[src/rtl/vec_params.svh]
// Vector lane sizing constants, included by the RTL and the testbench
`ifndef VEC_PARAMS_SVH
`define VEC_PARAMS_SVH

// Width of one vector register and of each operand, in bits
`define VEC_WIDTH 64

// Number of architectural vector registers
`define NUM_VREGS 8

// Register index width, enough to address NUM_VREGS entries
`define VREG_AW 3

`endif

[src/rtl/vec_pkg.sv]
// Shared vector types for the fixed-point units, referenced by scoped name from every module
`include "vec_params.svh"

package vec_pkg;

    // One vector register worth of packed elements
    typedef logic [`VEC_WIDTH-1:0] bus64_t;

    // Index into the vector register file
    typedef logic [`VREG_AW-1:0] vreg_addr_t;

    // Selected element width
    typedef enum logic [1:0] {
        SEW_8,
        SEW_16,
        SEW_32,
        SEW_64
    } sew_t;

    // Fixed-point operations handled by the two units
    // The first four belong to the saturating unit, the last four to the averaging unit
    typedef enum logic [2:0] {
        VSADDU,
        VSADD,
        VSSUBU,
        VSSUB,
        VAADDU,
        VAADD,
        VASUBU,
        VASUB
    } instr_type_t;

endpackage

[src/rtl/vaaddsub.sv]
// Packed averaging add and subtract unit, combinational, rounding to nearest up
`timescale 1ns/1ps
`include "vec_params.svh"

module vaaddsub (
    input  vec_pkg::instr_type_t instr_type_i,
    input  vec_pkg::sew_t        sew_i,
    input  vec_pkg::bus64_t      data_vs1_i,
    input  vec_pkg::bus64_t      data_vs2_i,
    output vec_pkg::bus64_t      data_vd_o
);

    logic            is_avg_op;
    logic            is_sub;
    logic            is_signed;
    vec_pkg::bus64_t sew_res [4];

    assign is_avg_op = (instr_type_i == vec_pkg::VAADDU) || (instr_type_i == vec_pkg::VAADD)
                    || (instr_type_i == vec_pkg::VASUBU) || (instr_type_i == vec_pkg::VASUB);
    assign is_sub    = (instr_type_i == vec_pkg::VASUBU) || (instr_type_i == vec_pkg::VASUB);
    assign is_signed = (instr_type_i == vec_pkg::VAADD) || (instr_type_i == vec_pkg::VASUB);

    // One lane set per element width, the element width picks one of them
    for (genvar k = 0; k < 4; k++) begin : g_sew
        localparam int W = 8 << k;

        for (genvar e = 0; e < `VEC_WIDTH / W; e++) begin : g_elem
            logic [W:0]   ext_a;
            logic [W:0]   ext_b;
            logic [W:0]   wide;

            // The extra bit copies the sign for signed operations and is zero otherwise
            assign ext_a = {is_signed & data_vs1_i[e*W + W - 1], data_vs1_i[e*W +: W]};
            assign ext_b = {is_signed & data_vs2_i[e*W + W - 1], data_vs2_i[e*W +: W]};

            // vd = (vs2 +/- vs1) >> 1, computed one bit wider so nothing is lost
            assign wide = is_sub ? (ext_b - ext_a) : (ext_b + ext_a);

            // The bit shifted out rounds the halved value up
            assign sew_res[k][e*W +: W] = wide[W:1] + {{(W-1){1'b0}}, wide[0]};
        end
    end

    assign data_vd_o = is_avg_op ? sew_res[sew_i] : '0;

endmodule

[src/rtl/vec_fxp_unit.sv]
// Top level of the vector fixed-point subsystem, two units sharing one register-file write port
`timescale 1ns/1ps

module vec_fxp_unit (
    input  logic                 clk_i,
    input  logic                 reset_i,
    // Saturating port
    input  logic                 sat_issue_i,
    input  vec_pkg::instr_type_t sat_op_i,
    input  vec_pkg::sew_t        sat_sew_i,
    input  vec_pkg::bus64_t      sat_vs1_i,
    input  vec_pkg::bus64_t      sat_vs2_i,
    input  vec_pkg::vreg_addr_t  sat_vd_i,
    output logic                 sat_busy_o,
    // Averaging port
    input  logic                 avg_issue_i,
    input  vec_pkg::instr_type_t avg_op_i,
    input  vec_pkg::sew_t        avg_sew_i,
    input  vec_pkg::bus64_t      avg_vs1_i,
    input  vec_pkg::bus64_t      avg_vs2_i,
    input  vec_pkg::vreg_addr_t  avg_vd_i,
    output logic                 avg_busy_o,
    // Debug read and saturation flag
    input  vec_pkg::vreg_addr_t  dbg_addr_i,
    output vec_pkg::bus64_t      dbg_data_o,
    input  logic                 vxsat_clr_i,
    output logic                 vxsat_o
);

    vec_pkg::bus64_t     sat_res;
    logic                sat_ovf;
    vec_pkg::bus64_t     avg_res;
    logic                wr_en;
    vec_pkg::vreg_addr_t wr_addr;
    vec_pkg::bus64_t     wr_data;
    logic                ovf_commit;
    logic                vxsat_q;

    vsaddsub i_vsaddsub (
        .instr_type_i (sat_op_i),
        .sew_i        (sat_sew_i),
        .data_vs1_i   (sat_vs1_i),
        .data_vs2_i   (sat_vs2_i),
        .data_vd_o    (sat_res),
        .sat_ovf_o    (sat_ovf)
    );

    vaaddsub i_vaaddsub (
        .instr_type_i (avg_op_i),
        .sew_i        (avg_sew_i),
        .data_vs1_i   (avg_vs1_i),
        .data_vs2_i   (avg_vs2_i),
        .data_vd_o    (avg_res)
    );

    // Results are captured in the arbiter in the issue cycle
    vwb_arbiter i_vwb_arbiter (
        .clk_i        (clk_i),
        .reset_i      (reset_i),
        .sat_req_i    (sat_issue_i),
        .sat_addr_i   (sat_vd_i),
        .sat_data_i   (sat_res),
        .sat_ovf_i    (sat_ovf),
        .avg_req_i    (avg_issue_i),
        .avg_addr_i   (avg_vd_i),
        .avg_data_i   (avg_res),
        .sat_busy_o   (sat_busy_o),
        .avg_busy_o   (avg_busy_o),
        .wr_en_o      (wr_en),
        .wr_addr_o    (wr_addr),
        .wr_data_o    (wr_data),
        .ovf_commit_o (ovf_commit)
    );

    vreg_file i_vreg_file (
        .clk_i     (clk_i),
        .reset_i   (reset_i),
        .wr_en_i   (wr_en),
        .wr_addr_i (wr_addr),
        .wr_data_i (wr_data),
        .rd_addr_i (dbg_addr_i),
        .rd_data_o (dbg_data_o)
    );

    // Sticky vxsat, a committed overflow wins over a clear in the same cycle
    always_ff @(posedge clk_i) begin
        if (reset_i) begin
            vxsat_q <= 1'b0;
        end else if (ovf_commit) begin
            vxsat_q <= 1'b1;
        end else if (vxsat_clr_i) begin
            vxsat_q <= 1'b0;
        end
    end

    assign vxsat_o = vxsat_q;

endmodule

[src/rtl/vreg_file.sv]
// Vector register file with one synchronous write port and one combinational read port
`timescale 1ns/1ps
`include "vec_params.svh"

module vreg_file (
    input  logic                clk_i,
    input  logic                reset_i,
    input  logic                wr_en_i,
    input  vec_pkg::vreg_addr_t wr_addr_i,
    input  vec_pkg::bus64_t     wr_data_i,
    input  vec_pkg::vreg_addr_t rd_addr_i,
    output vec_pkg::bus64_t     rd_data_o
);

    vec_pkg::bus64_t regs_q [`NUM_VREGS];

    // Registers read zero after reset
    always_ff @(posedge clk_i) begin
        if (reset_i) begin
            for (int i = 0; i < `NUM_VREGS; i++) begin
                regs_q[i] <= '0;
            end
        end else if (wr_en_i) begin
            regs_q[wr_addr_i] <= wr_data_i;
        end
    end

    // Read is combinational, a write shows up after its edge
    assign rd_data_o = regs_q[rd_addr_i];

endmodule

[src/rtl/vsaddsub.sv]
// Packed saturating add and subtract unit, combinational, with an overflow report for vxsat
`timescale 1ns/1ps
`include "vec_params.svh"

module vsaddsub (
    input  vec_pkg::instr_type_t instr_type_i,
    input  vec_pkg::sew_t        sew_i,
    input  vec_pkg::bus64_t      data_vs1_i,
    input  vec_pkg::bus64_t      data_vs2_i,
    output vec_pkg::bus64_t      data_vd_o,
    output logic                 sat_ovf_o
);

    localparam int NUM_BYTES = `VEC_WIDTH / 8;
    localparam int MASK_W    = $clog2(NUM_BYTES);

    logic                      is_saddu;
    logic                      is_sadd;
    logic                      is_ssubu;
    logic                      is_ssub;
    logic                      is_sat_op;
    logic                      is_sub;
    logic                      is_signed;
    logic [MASK_W-1:0]         elem_mask;
    vec_pkg::bus64_t           data_a;
    logic [NUM_BYTES-1:0]      carry_in;
    logic [NUM_BYTES-1:0]      carry_out;
    logic [NUM_BYTES-1:0][7:0] results;
    logic [NUM_BYTES-1:0]      overflow;
    logic [NUM_BYTES-1:0]      top_byte;

    assign is_saddu  = (instr_type_i == vec_pkg::VSADDU);
    assign is_sadd   = (instr_type_i == vec_pkg::VSADD);
    assign is_ssubu  = (instr_type_i == vec_pkg::VSSUBU);
    assign is_ssub   = (instr_type_i == vec_pkg::VSSUB);
    assign is_sat_op = is_saddu | is_sadd | is_ssubu | is_ssub;
    assign is_sub    = is_ssubu | is_ssub;
    assign is_signed = is_sadd | is_ssub;

    // Low byte-index bits that stay inside one element
    always_comb begin
        case (sew_i)
            vec_pkg::SEW_8:  elem_mask = MASK_W'(0);
            vec_pkg::SEW_16: elem_mask = MASK_W'(1);
            vec_pkg::SEW_32: elem_mask = MASK_W'(3);
            default:         elem_mask = MASK_W'(7);
        endcase
    end

    // Byte adders, vd = vs2 + vs1 or vd = vs2 - vs1 as vs2 + ~vs1 + 1
    always_comb begin
        logic prev_carry;
        prev_carry = 1'b0;
        data_a     = is_sub ? ~data_vs1_i : data_vs1_i;
        for (int i = 0; i < NUM_BYTES; i++) begin
            // A byte inside an element takes the carry of the byte below,
            // the lowest byte of an element takes the subtract carry
            carry_in[i] = ((i & int'(elem_mask)) != 0) ? prev_carry : is_sub;
            {carry_out[i], results[i]} = {1'b0, data_a[i*8 +: 8]}
                                       + {1'b0, data_vs2_i[i*8 +: 8]}
                                       + {8'b0, carry_in[i]};
            prev_carry = carry_out[i];
        end
    end

    // Overflow per byte, only the top byte of each element is meaningful
    always_comb begin
        for (int i = 0; i < NUM_BYTES; i++) begin
            top_byte[i] = ((i & int'(elem_mask)) == int'(elem_mask));
            if (!is_sat_op) begin
                overflow[i] = 1'b0;
            end else if (is_signed) begin
                // Both adder inputs share a sign and the sum has the other sign
                overflow[i] = (data_a[i*8 + 7] == data_vs2_i[i*8 + 7])
                            && (results[i][7] != data_a[i*8 + 7]);
            end else begin
                // Carry out for add, missing carry (a borrow) for subtract
                overflow[i] = carry_out[i] ^ is_sub;
            end
        end
    end

    // Result select, each byte follows the overflow of its element
    always_comb begin
        int   top;
        logic sign;
        for (int i = 0; i < NUM_BYTES; i++) begin
            top  = i | int'(elem_mask);
            sign = data_a[top*8 + 7];
            if (!is_sat_op) begin
                data_vd_o[i*8 +: 8] = 8'h00;
            end else if (!overflow[top]) begin
                data_vd_o[i*8 +: 8] = results[i];
            end else if (!is_signed) begin
                data_vd_o[i*8 +: 8] = is_sub ? 8'h00 : 8'hFF;
            end else if (i == top) begin
                // Positive overflow gives 0111..., negative gives 1000...
                data_vd_o[i*8 +: 8] = {sign, {7{~sign}}};
            end else begin
                data_vd_o[i*8 +: 8] = {8{~sign}};
            end
        end
    end

    assign sat_ovf_o = |(overflow & top_byte);

endmodule

[src/rtl/vwb_arbiter.sv]
// Write-back arbiter holding one result per unit and granting the register-file port round-robin
`timescale 1ns/1ps

module vwb_arbiter (
    input  logic                clk_i,
    input  logic                reset_i,
    input  logic                sat_req_i,
    input  vec_pkg::vreg_addr_t sat_addr_i,
    input  vec_pkg::bus64_t     sat_data_i,
    input  logic                sat_ovf_i,
    input  logic                avg_req_i,
    input  vec_pkg::vreg_addr_t avg_addr_i,
    input  vec_pkg::bus64_t     avg_data_i,
    output logic                sat_busy_o,
    output logic                avg_busy_o,
    output logic                wr_en_o,
    output vec_pkg::vreg_addr_t wr_addr_o,
    output vec_pkg::bus64_t     wr_data_o,
    output logic                ovf_commit_o
);

    typedef enum logic {
        PRIO_SAT,
        PRIO_AVG
    } prio_t;

    prio_t               prio_q;
    logic                sat_valid_q;
    logic                avg_valid_q;
    vec_pkg::vreg_addr_t sat_addr_q;
    vec_pkg::vreg_addr_t avg_addr_q;
    vec_pkg::bus64_t     sat_data_q;
    vec_pkg::bus64_t     avg_data_q;
    logic                sat_ovf_q;
    logic                grant_sat;
    logic                grant_avg;

    // A lone slot always wins, under contention the priority decides
    assign grant_sat = sat_valid_q && (!avg_valid_q || (prio_q == PRIO_SAT));
    assign grant_avg = avg_valid_q && !grant_sat;

    always_ff @(posedge clk_i) begin
        if (reset_i) begin
            sat_valid_q <= 1'b0;
            avg_valid_q <= 1'b0;
            prio_q      <= PRIO_SAT;
        end else begin
            // A slot empties at its write edge, a request fills only an empty slot
            if (grant_sat) begin
                sat_valid_q <= 1'b0;
            end else if (sat_req_i && !sat_valid_q) begin
                sat_valid_q <= 1'b1;
            end
            if (grant_avg) begin
                avg_valid_q <= 1'b0;
            end else if (avg_req_i && !avg_valid_q) begin
                avg_valid_q <= 1'b1;
            end
            // Every grant hands priority to the other unit
            if (grant_sat) begin
                prio_q <= PRIO_AVG;
            end else if (grant_avg) begin
                prio_q <= PRIO_SAT;
            end
        end
    end

    always_ff @(posedge clk_i) begin
        if (sat_req_i && !sat_valid_q) begin
            sat_addr_q <= sat_addr_i;
            sat_data_q <= sat_data_i;
            sat_ovf_q  <= sat_ovf_i;
        end
        if (avg_req_i && !avg_valid_q) begin
            avg_addr_q <= avg_addr_i;
            avg_data_q <= avg_data_i;
        end
    end

    assign sat_busy_o   = sat_valid_q;
    assign avg_busy_o   = avg_valid_q;
    assign wr_en_o      = grant_sat | grant_avg;
    assign wr_addr_o    = grant_sat ? sat_addr_q : avg_addr_q;
    assign wr_data_o    = grant_sat ? sat_data_q : avg_data_q;
    assign ovf_commit_o = grant_sat & sat_ovf_q;

endmodule

[config.mk]
export PLATFORM = sky130hd
export DESIGN_NAME = vec_fxp_unit
export DESIGN_NICKNAME = d
export VERILOG_FILES = /design/src/rtl/vec_pkg.sv /design/src/rtl/vaaddsub.sv /design/src/rtl/vec_fxp_unit.sv /design/src/rtl/vreg_file.sv /design/src/rtl/vsaddsub.sv /design/src/rtl/vwb_arbiter.sv
export VERILOG_INCLUDE_DIRS = /design/src /design/src/rtl
export SDC_FILE = /design/constraint.sdc
export NUM_CORES = 2
export LEC_CHECK = 0
export ABC_AREA = 1
export BUFFER_PORTS_ARGS = -buffer_cell sky130_fd_sc_hd__buf_2
export CORE_UTILIZATION = 40
export DETAILED_ROUTE_END_ITERATION = 10
export GPL_TIMING_DRIVEN = 0
export PLACE_DENSITY = 0.54
export SLEW_MARGIN = 20
export SYNTH_ARGS = -nofsm -noshare
export SYNTH_HDL_FRONTEND = slang
export SYNTH_SLANG_ARGS = --single-unit
[constraint.sdc]
create_clock -name clk_i -period 18.8 [get_ports clk_i]
set_input_delay 1.88 -clock clk_i [delete_from_list [all_inputs] [get_ports clk_i]]
set_output_delay 1.88 -clock clk_i [all_outputs]
set_load 0.02 [all_outputs]
**Word level (Yosys, flattened, before mapping)**

Memories as Yosys holds them, arrays and structs flattened.
Cells that the tools add are included.

- Bits in latches: 0
- Memories kept: 1
- RAM bits: 512
- Bits in registers: 139
- Logic and storage cells: 317
- Memory bits (read-only): 0

Memory list:

| name | depth | width | rd ports | clocked after Yosys merged registers in | write ports | line | RTL |
|---|---|---|---|---|---|---|---|
| i_vreg_file.regs_q | 8 | 64 | 1 | 0 | 8 | vreg_file.sv:15 | `` vec_pkg::bus64_t regs_q [`NUM_VREGS]; `` |

- Equal/unequal tests: 25
- $mul: 0
- Shift-type cells: 0
- $add $sub $neg: 68
- Divide/modulo/power cells: 0
- $lt $le $gt $ge: 15
- Bitwise gates (word level): 46
- Multiplexer cells: 116
- Reduce and logical (&&, ||, !) cells: 37

Operators with widths:

| operator | count |
|---|---|
| two-way mux 64 bit | 5 |
| < comparator 32 x 8 -> 1 bit (second input constant) | 7 |
| two-way mux 8 bit | 24 |
| binary-select mux 64 bit (select 2 bit) | 1 |
| nonzero test 32 bit | 4 |
| adder 8 x 8 -> 9 bit | 8 |
| adder 9 x 1 -> 9 bit | 8 |
| adder 9 bit | 8 |
| two-way mux 9 bit | 8 |
| subtractor 9 bit | 8 |
| adder 17 bit | 4 |
| two-way mux 17 bit | 4 |
| subtractor 17 bit | 4 |
| adder 33 bit | 2 |
| two-way mux 33 bit | 2 |
| subtractor 33 bit | 2 |
| adder 65 bit | 1 |
| two-way mux 65 bit | 1 |
| subtractor 65 bit | 1 |
| adder 16 x 1 -> 16 bit | 4 |
| adder 32 x 1 -> 32 bit | 2 |
| adder 64 x 1 -> 64 bit | 1 |
| adder 8 x 1 -> 8 bit | 8 |
| NOT 64 bit | 1 |
| 32 further kinds | 189 |

**Depth between registers and ports, before layout**

- Depth in word-level cells: 26
- Mapped depth: 96
- Gate-level depth less buffers: 94

**Hierarchy**

From an unflattened synthesis, not the netlist that was laid out.

- Cell total of the unflattened synthesis: 8079
- Area total of the unflattened synthesis: 55260.5 µm²

Modules (own cells, without submodules):

| module | cells each | instances | seq. area each (µm²) | area an instance (µm²) |
|---|---|---|---|---|
| vreg_file | 2873 | 1 | 15374.7 | 24876.4 |
| vaaddsub | 4052 | 1 | 0.0 | 20522.2 |
| vwb_arbiter | 381 | 1 | 4113.9 | 5154.9 |
| vsaddsub | 768 | 1 | 0.0 | 4667.0 |
| vec_fxp_unit | 5 | 1 | 20.0 | 40.0 |

**Least setup slack after synthesis**

No wires, ideal clock.

- Kind: input port to flip-flop
- Start: input sat_op_i[1]
- End: register i_vwb_arbiter.sat_data_q[46], data pin
- Path buffers: 3
- Data arrival time: 16291 ps
- Setup time: 270 ps
- Path slack: 2239 ps
- Cell stages on the path: 95
- Path through: inv_1 -> nor2_2 -> buf_2 -> buf_1 -> clkbuf_1 -> xor2_1 -> fa_1 -> nand3_1 -> nand2_1 -> a21oi_1 -> o21ai_0 -> a21oi_1 -> o21bai_1 -> o21ai_0 -> fa_1 -> fa_1 -> o21ai_0 -> nand2_1 -> [... 59 more ...] -> nand3_1 -> nand3_1 -> nand2_1 -> nand2_1 -> a21oi_1 -> inv_1 -> a21oi_1 -> nor2_1 -> nor2_1 -> xor2_1 -> o21ai_0 -> nand2_2 -> inv_1 -> nand2_2 -> nand2_1 -> inv_1 -> nand3b_1 -> a21oi_1

- Cells in the longest elaborated chain, start to end: 26
- Elaborated cells on any way between the ends: 55
- Classes of those cells: add/sub (16); eq/ne (7); mux (21); bitwise (8); reduce/logical (3)

RTL lines:

| item | line | RTL |
|---|---|---|
| from (decl) | vec_fxp_unit.sv:9 | `input vec_pkg::instr_type_t sat_op_i,` |
| equality test 3 x 2 -> 1 bit, on equally long branches | vsaddsub.sv:34, vsaddsub.sv:35 |  |
| bitwise OR 1 bit | vsaddsub.sv:37 | `assign is_sub = is_ssubu \| is_ssub;` |
| two-way mux 64 bit | vsaddsub.sv:54 | `data_a = is_sub ? ~data_vs1_i : data_vs1_i;` |
| adder 8 x 8 -> 9 bit | vsaddsub.sv:60 | `+ {1'b0, data_vs2_i[i*8 +: 8]}` |
| adder 9 x 1 -> 9 bit | vsaddsub.sv:61 | `+ {8'b0, carry_in[i]};` |
| two-way mux 1 bit | vsaddsub.sv:58 | `carry_in[i] = ((i & int'(elem_mask)) != 0) ? prev_carry : is_sub;` |
| adder 9 x 1 -> 9 bit | vsaddsub.sv:61 |  |
| two-way mux 1 bit | vsaddsub.sv:58 |  |
| [... 9 more ...] | - |  |
| two-way mux 1 bit | vsaddsub.sv:58 |  |
| adder 9 x 1 -> 9 bit | vsaddsub.sv:61 |  |
| inequality test 1 bit | vsaddsub.sv:75 | `&& (results[i][7] != data_a[i*8 + 7]);` |
| logical AND 1 bit | vsaddsub.sv:75 |  |
| two-way mux 1 bit | vsaddsub.sv:72 | `end else if (is_signed) begin` |
| two-way mux 1 bit | vsaddsub.sv:70 | `if (!is_sat_op) begin` |
| two-way mux 1 bit (implied by the code) (2 in a row) | vsaddsub.sv:92 | `end else if (!overflow[top]) begin` |
| two-way mux 8 bit | vsaddsub.sv:92 |  |
| to (signal assigned) | vwb_arbiter.sv:71 | `sat_data_q <= sat_data_i;` |
| to (decl) | vwb_arbiter.sv:32 | `vec_pkg::bus64_t sat_data_q;` |

Several ways; a longest one is shown, not always the timed one. The select of a mux whose other input is x is not followed.
A chain may end at the register's enable or synchronous reset.

**Worst setup path in the final report**

Ends and elaborated chain as after synthesis.

==> flow_summary.json <==
{
  "run_status": "finished, final reports clean",
  "dieArea_mm2": 0.128,
  "max_freq_mhz": 56.4,
  "ys_types": 60,
  "max-vdd-ir-drop_mv": 0.0740,
  "relSlewSlack": 0.205,
  "area.growth.synth_to_final_pct": 12.3,
  "rsz0062_at_grt": "false",
  "power_uw": 4580,
  "r2r-end": "i_vreg_file.regs_q[3][12]",
  "firstDrtPassIters": 6,
  "chipWidth_um": 357,
  "grt_max_degree": 48,
  "clockBufferDepth": 3,
  "cts_tree": "done",
  "min_path_type": "flop to flop",
  "ys_top_cells_by_count": "1476 x nor2_1, 1299 x nand2_1, 772 x inv_1",
  "crit_slowest_cell": "fa_1",
  "required_ns": 19.17,
  "cp_common_cell": "nand2_1",
  "drtAntennaViolNets": 0,
  "detail_route.wl_per_cell_um": 23.5,
  "r2r_slack_ns": 13.20,
  "cts-htree-levels": 2,
  "drv_slew": 0,
  "maxCapViolCount": 0,
  "holdPathEnd": "vxsat_o",
  "cts_buffers": 60,
  "first_global_vias": 46000,
  "critical_path.max_stage_delay_ns": 0.46,
  "hold_buffers": 0,
  "dpl.hpwl_um": 173000,
  "core_area_mm2": 0.124,
  "ys_ff_latch": 651,
  "drt_iter0_drc": 4090,
  "yosysMostFrequentCell": "nor2_1",
  "synthCells": 6811,
  "cp_max_fo": 13,
  "start_util": 0.406,
  "leakage_uw": 0.0254,
  "crit_type": "primary input to flop",
  "hp-start": "vxsat_o",
  "switchingPower_uw": 1750,
  "drive_above_1_share": 0.0867,
  "via_count": 47700,
  "power.density_mw_per_mm2": 80.7,
  "r2r_cells": 10,
  "period_share": 0.944,
  "fin_area_mm2": 0.0567,
  "worst_pin_slew_ns": 1.16,
  "async_reset_ff_frac": 0,
  "placed_area_mm2": 0.0546,
  "avgSynthCellArea_um2": 7.41,
  "rows": 129,
  "clkPwrFrac": 0.266,
  "yosysWarnings": 0,
  "clk_latency_ns": 0.66,
  "fin_crit_ns": 17.75,
  "vias_per_cell": 5.35,
  "ys.flop_type": "edfxtp_1",
  "synth_nets": 7354,
  "synth.area.top_cells": "edfxtp_1 38%, nor2_1 11%, nand2_1 9.7%",
  "io_pins": 347,
  "grt_usage": 0.322,
  "routed_wl_um": 210000,
  "pwr-share-seq": 0.378,
  "holdPathStages": 2,
  "synth-edff-count": 647,
  "arrival_ns": 18.11,
  "gp_congestion": 1.01,
  "clk_pin_slew_ns": 0.07,
  "syn_area_mm2": 0.0505,
  "setup_viol": 0,
  "synth_top_area_frac": 0.385,
  "cts_sinks": 651,
  "root_buffer": "clkbuf_16",
  "grt-ovfl-total": 0,
  "utilization": 0.456,
  "power_frac_comb": 0.356,
  "switching_share": 0.382,
  "end_kind": "flop",
  "antenna_found_initial": 11,
  "r2r-start": "i_vwb_arbiter.sat_busy_o",
  "portBuffers": 334,
  "internal-power_uw": 2830,
  "fin_nets": 7774,
  "drc": 0,
  "grt_pass1_wl_um": 300000,
  "skew_ns": 0.0314,
  "synth_top_cell_by_area": "edfxtp_1",
  "synth.yosys.seq_area_share": 0.387,
  "die_h_um": 357,
  "startpoint_type": "primary input",
  "final-hold-violation-count": 0
}
-- flip-flops by register name, summed over array words and instances (netlist names) --
name                      cells
i_vreg_file.regs_q          512
i_vwb_arbiter.avg_addr_q      3
i_vwb_arbiter.avg_busy_o      1
i_vwb_arbiter.avg_data_q     64
i_vwb_arbiter.prio_q          1
i_vwb_arbiter.sat_addr_q      3
i_vwb_arbiter.sat_busy_o      1
i_vwb_arbiter.sat_data_q     64
i_vwb_arbiter.sat_ovf_q       1
vxsat_o                       1
-- power groups by stage --
stage          clock (µW)  sequential, µW  combinational [µW]
6_report             1220            1730                1630
5_1_grt              1270            1740                1770
4_1_cts              1220            1730                1600
3_5_place_dp            0            1760                1590
3_3_place_gp            0            1770                1570
2_1_floorplan           0            1750                1000
-- layer usage --
layer / GRT usage / wire length [µm]
met3: 0.0329 / 12000
met2: 0.544 / 98000
met1: 0.420 / 90000
met4: 0.132 / 9480
met5: 0 / 61
-- cell type report --
| cell class | instances | area [µm²] |
|---|---|---|
| Antenna cell | 3 | 7.51 |
| Buffer | 227 | 893 |
| Clock buffer | 75 | 1560 |
| Clock inverter | 34 | 317 |
| Fill cell | 12800 | 67800 |
| Inverter | 802 | 3010 |
| Multi-Input combinational cell | 5130 | 27300 |
| Sequential cell | 651 | 19500 |
| Tap cell | 1637 | 2050 |
| Timing Repair Buffer | 359 | 2090 |
-- repair_timing --
action                                 4_1_cts  5_1_grt
gates cloned                                 0        0
resized for setup                           30       16
setup endpoints to repair                   65       65
pin swaps                                    2        2
setup buffers                                3        9
endpoints found under the hold margin        0        0
-- through the flow --
stage | setup TNS [ns] | instances | setup slack, ns | hold WS [ns]
after floorplan | 0 | 6811 | 2.24 | 0.475
after global placement | -274.26 | 8782 | -4.51 | 0.451
after detailed placement | -222.35 | 8795 | -3.71 | 0.461
after CTS | 0 | 8907 | 0.0188 | 0.470
after global routing | 0 | 8915 | 0.0640 | 0.513
final | 0 | 8918 | 1.05 | 0.469
-- worst max-delay path by stage --
stage | start | endpoint | slack [ns] | cells past startpoint
2_1_floorplan | sat_op_i[1] | i_vwb_arbiter.sat_data_q[46] | 2.24 | 95
3_3_place_gp | sat_op_i[1] | i_vwb_arbiter.sat_data_q[26] | -4.51 | 94
3_5_place_dp | sat_op_i[1] | i_vwb_arbiter.sat_data_q[26] | -3.71 | 94
4_1_cts | sat_op_i[1] | i_vwb_arbiter.sat_data_q[32] | 0.02 | 95
5_1_grt | sat_op_i[1] | i_vwb_arbiter.sat_data_q[46] | 0.06 | 95
6_report | sat_op_i[1] | i_vwb_arbiter.sat_data_q[46] | 1.05 | 95
-- cell usage in the layout (no fill, tap or decap), drive strengths merged, types with 4 or more instances in the layout --
| master | count |
|---|---|
| a21boi | 4 |
| ha | 240 |
| a211oi | 8 |
| fa | 23 |
| xnor2 | 95 |
| o22ai | 65 |
| a31oi | 77 |
| o21bai | 30 |
| a21o | 13 |
| mux2i | 66 |
| dfxtp | 4 |
| xor2 | 287 |
| nor4 | 7 |
| nand3 | 273 |
| a21oi | 361 |
| nand4 | 86 |
| o211ai | 7 |
| bufinv | 5 |
| clkinv | 29 |
| nor3 | 70 |
| o31ai | 5 |
| nand3b | 38 |
| or2 | 38 |
| o21a | 12 |
| o21ai | 467 |
| buf | 411 |
| inv | 801 |
| edfxtp | 647 |
| a31o | 4 |
| nand2 | 1323 |
| nor2 | 1512 |
| clkbuf | 250 |
-- kinds of logic (layout without fill, tap and decap cells) --
group / Yosys count / after routing / share of synthesized area
xor+xnor: 382 / 382 / 0.0664
fa+ha+maj: 263 / 263 / 0.0686
other cells: 0 / 3 / 0
simple gates: 3354 / 3354 / 0.274
mux: 66 / 66 / 0.0131
buf+inv: 1030 / 1497 / 0.0767
compound gates: 1065 / 1065 / 0.114
flops: 651 / 651 / 0.387
-- worst max-delay path: cells and delay by family --
kind	cells	cell delay, ns
xor gates and xnor gates	2	0.21
buffers and inverters	8	1.15
and+or+nand+nor	37	3.83
adders and majority gates	15	5.99
AOI/OAI and AO/OA	33	4.98
No activity file was read; power rests on OpenSTA's default activity.
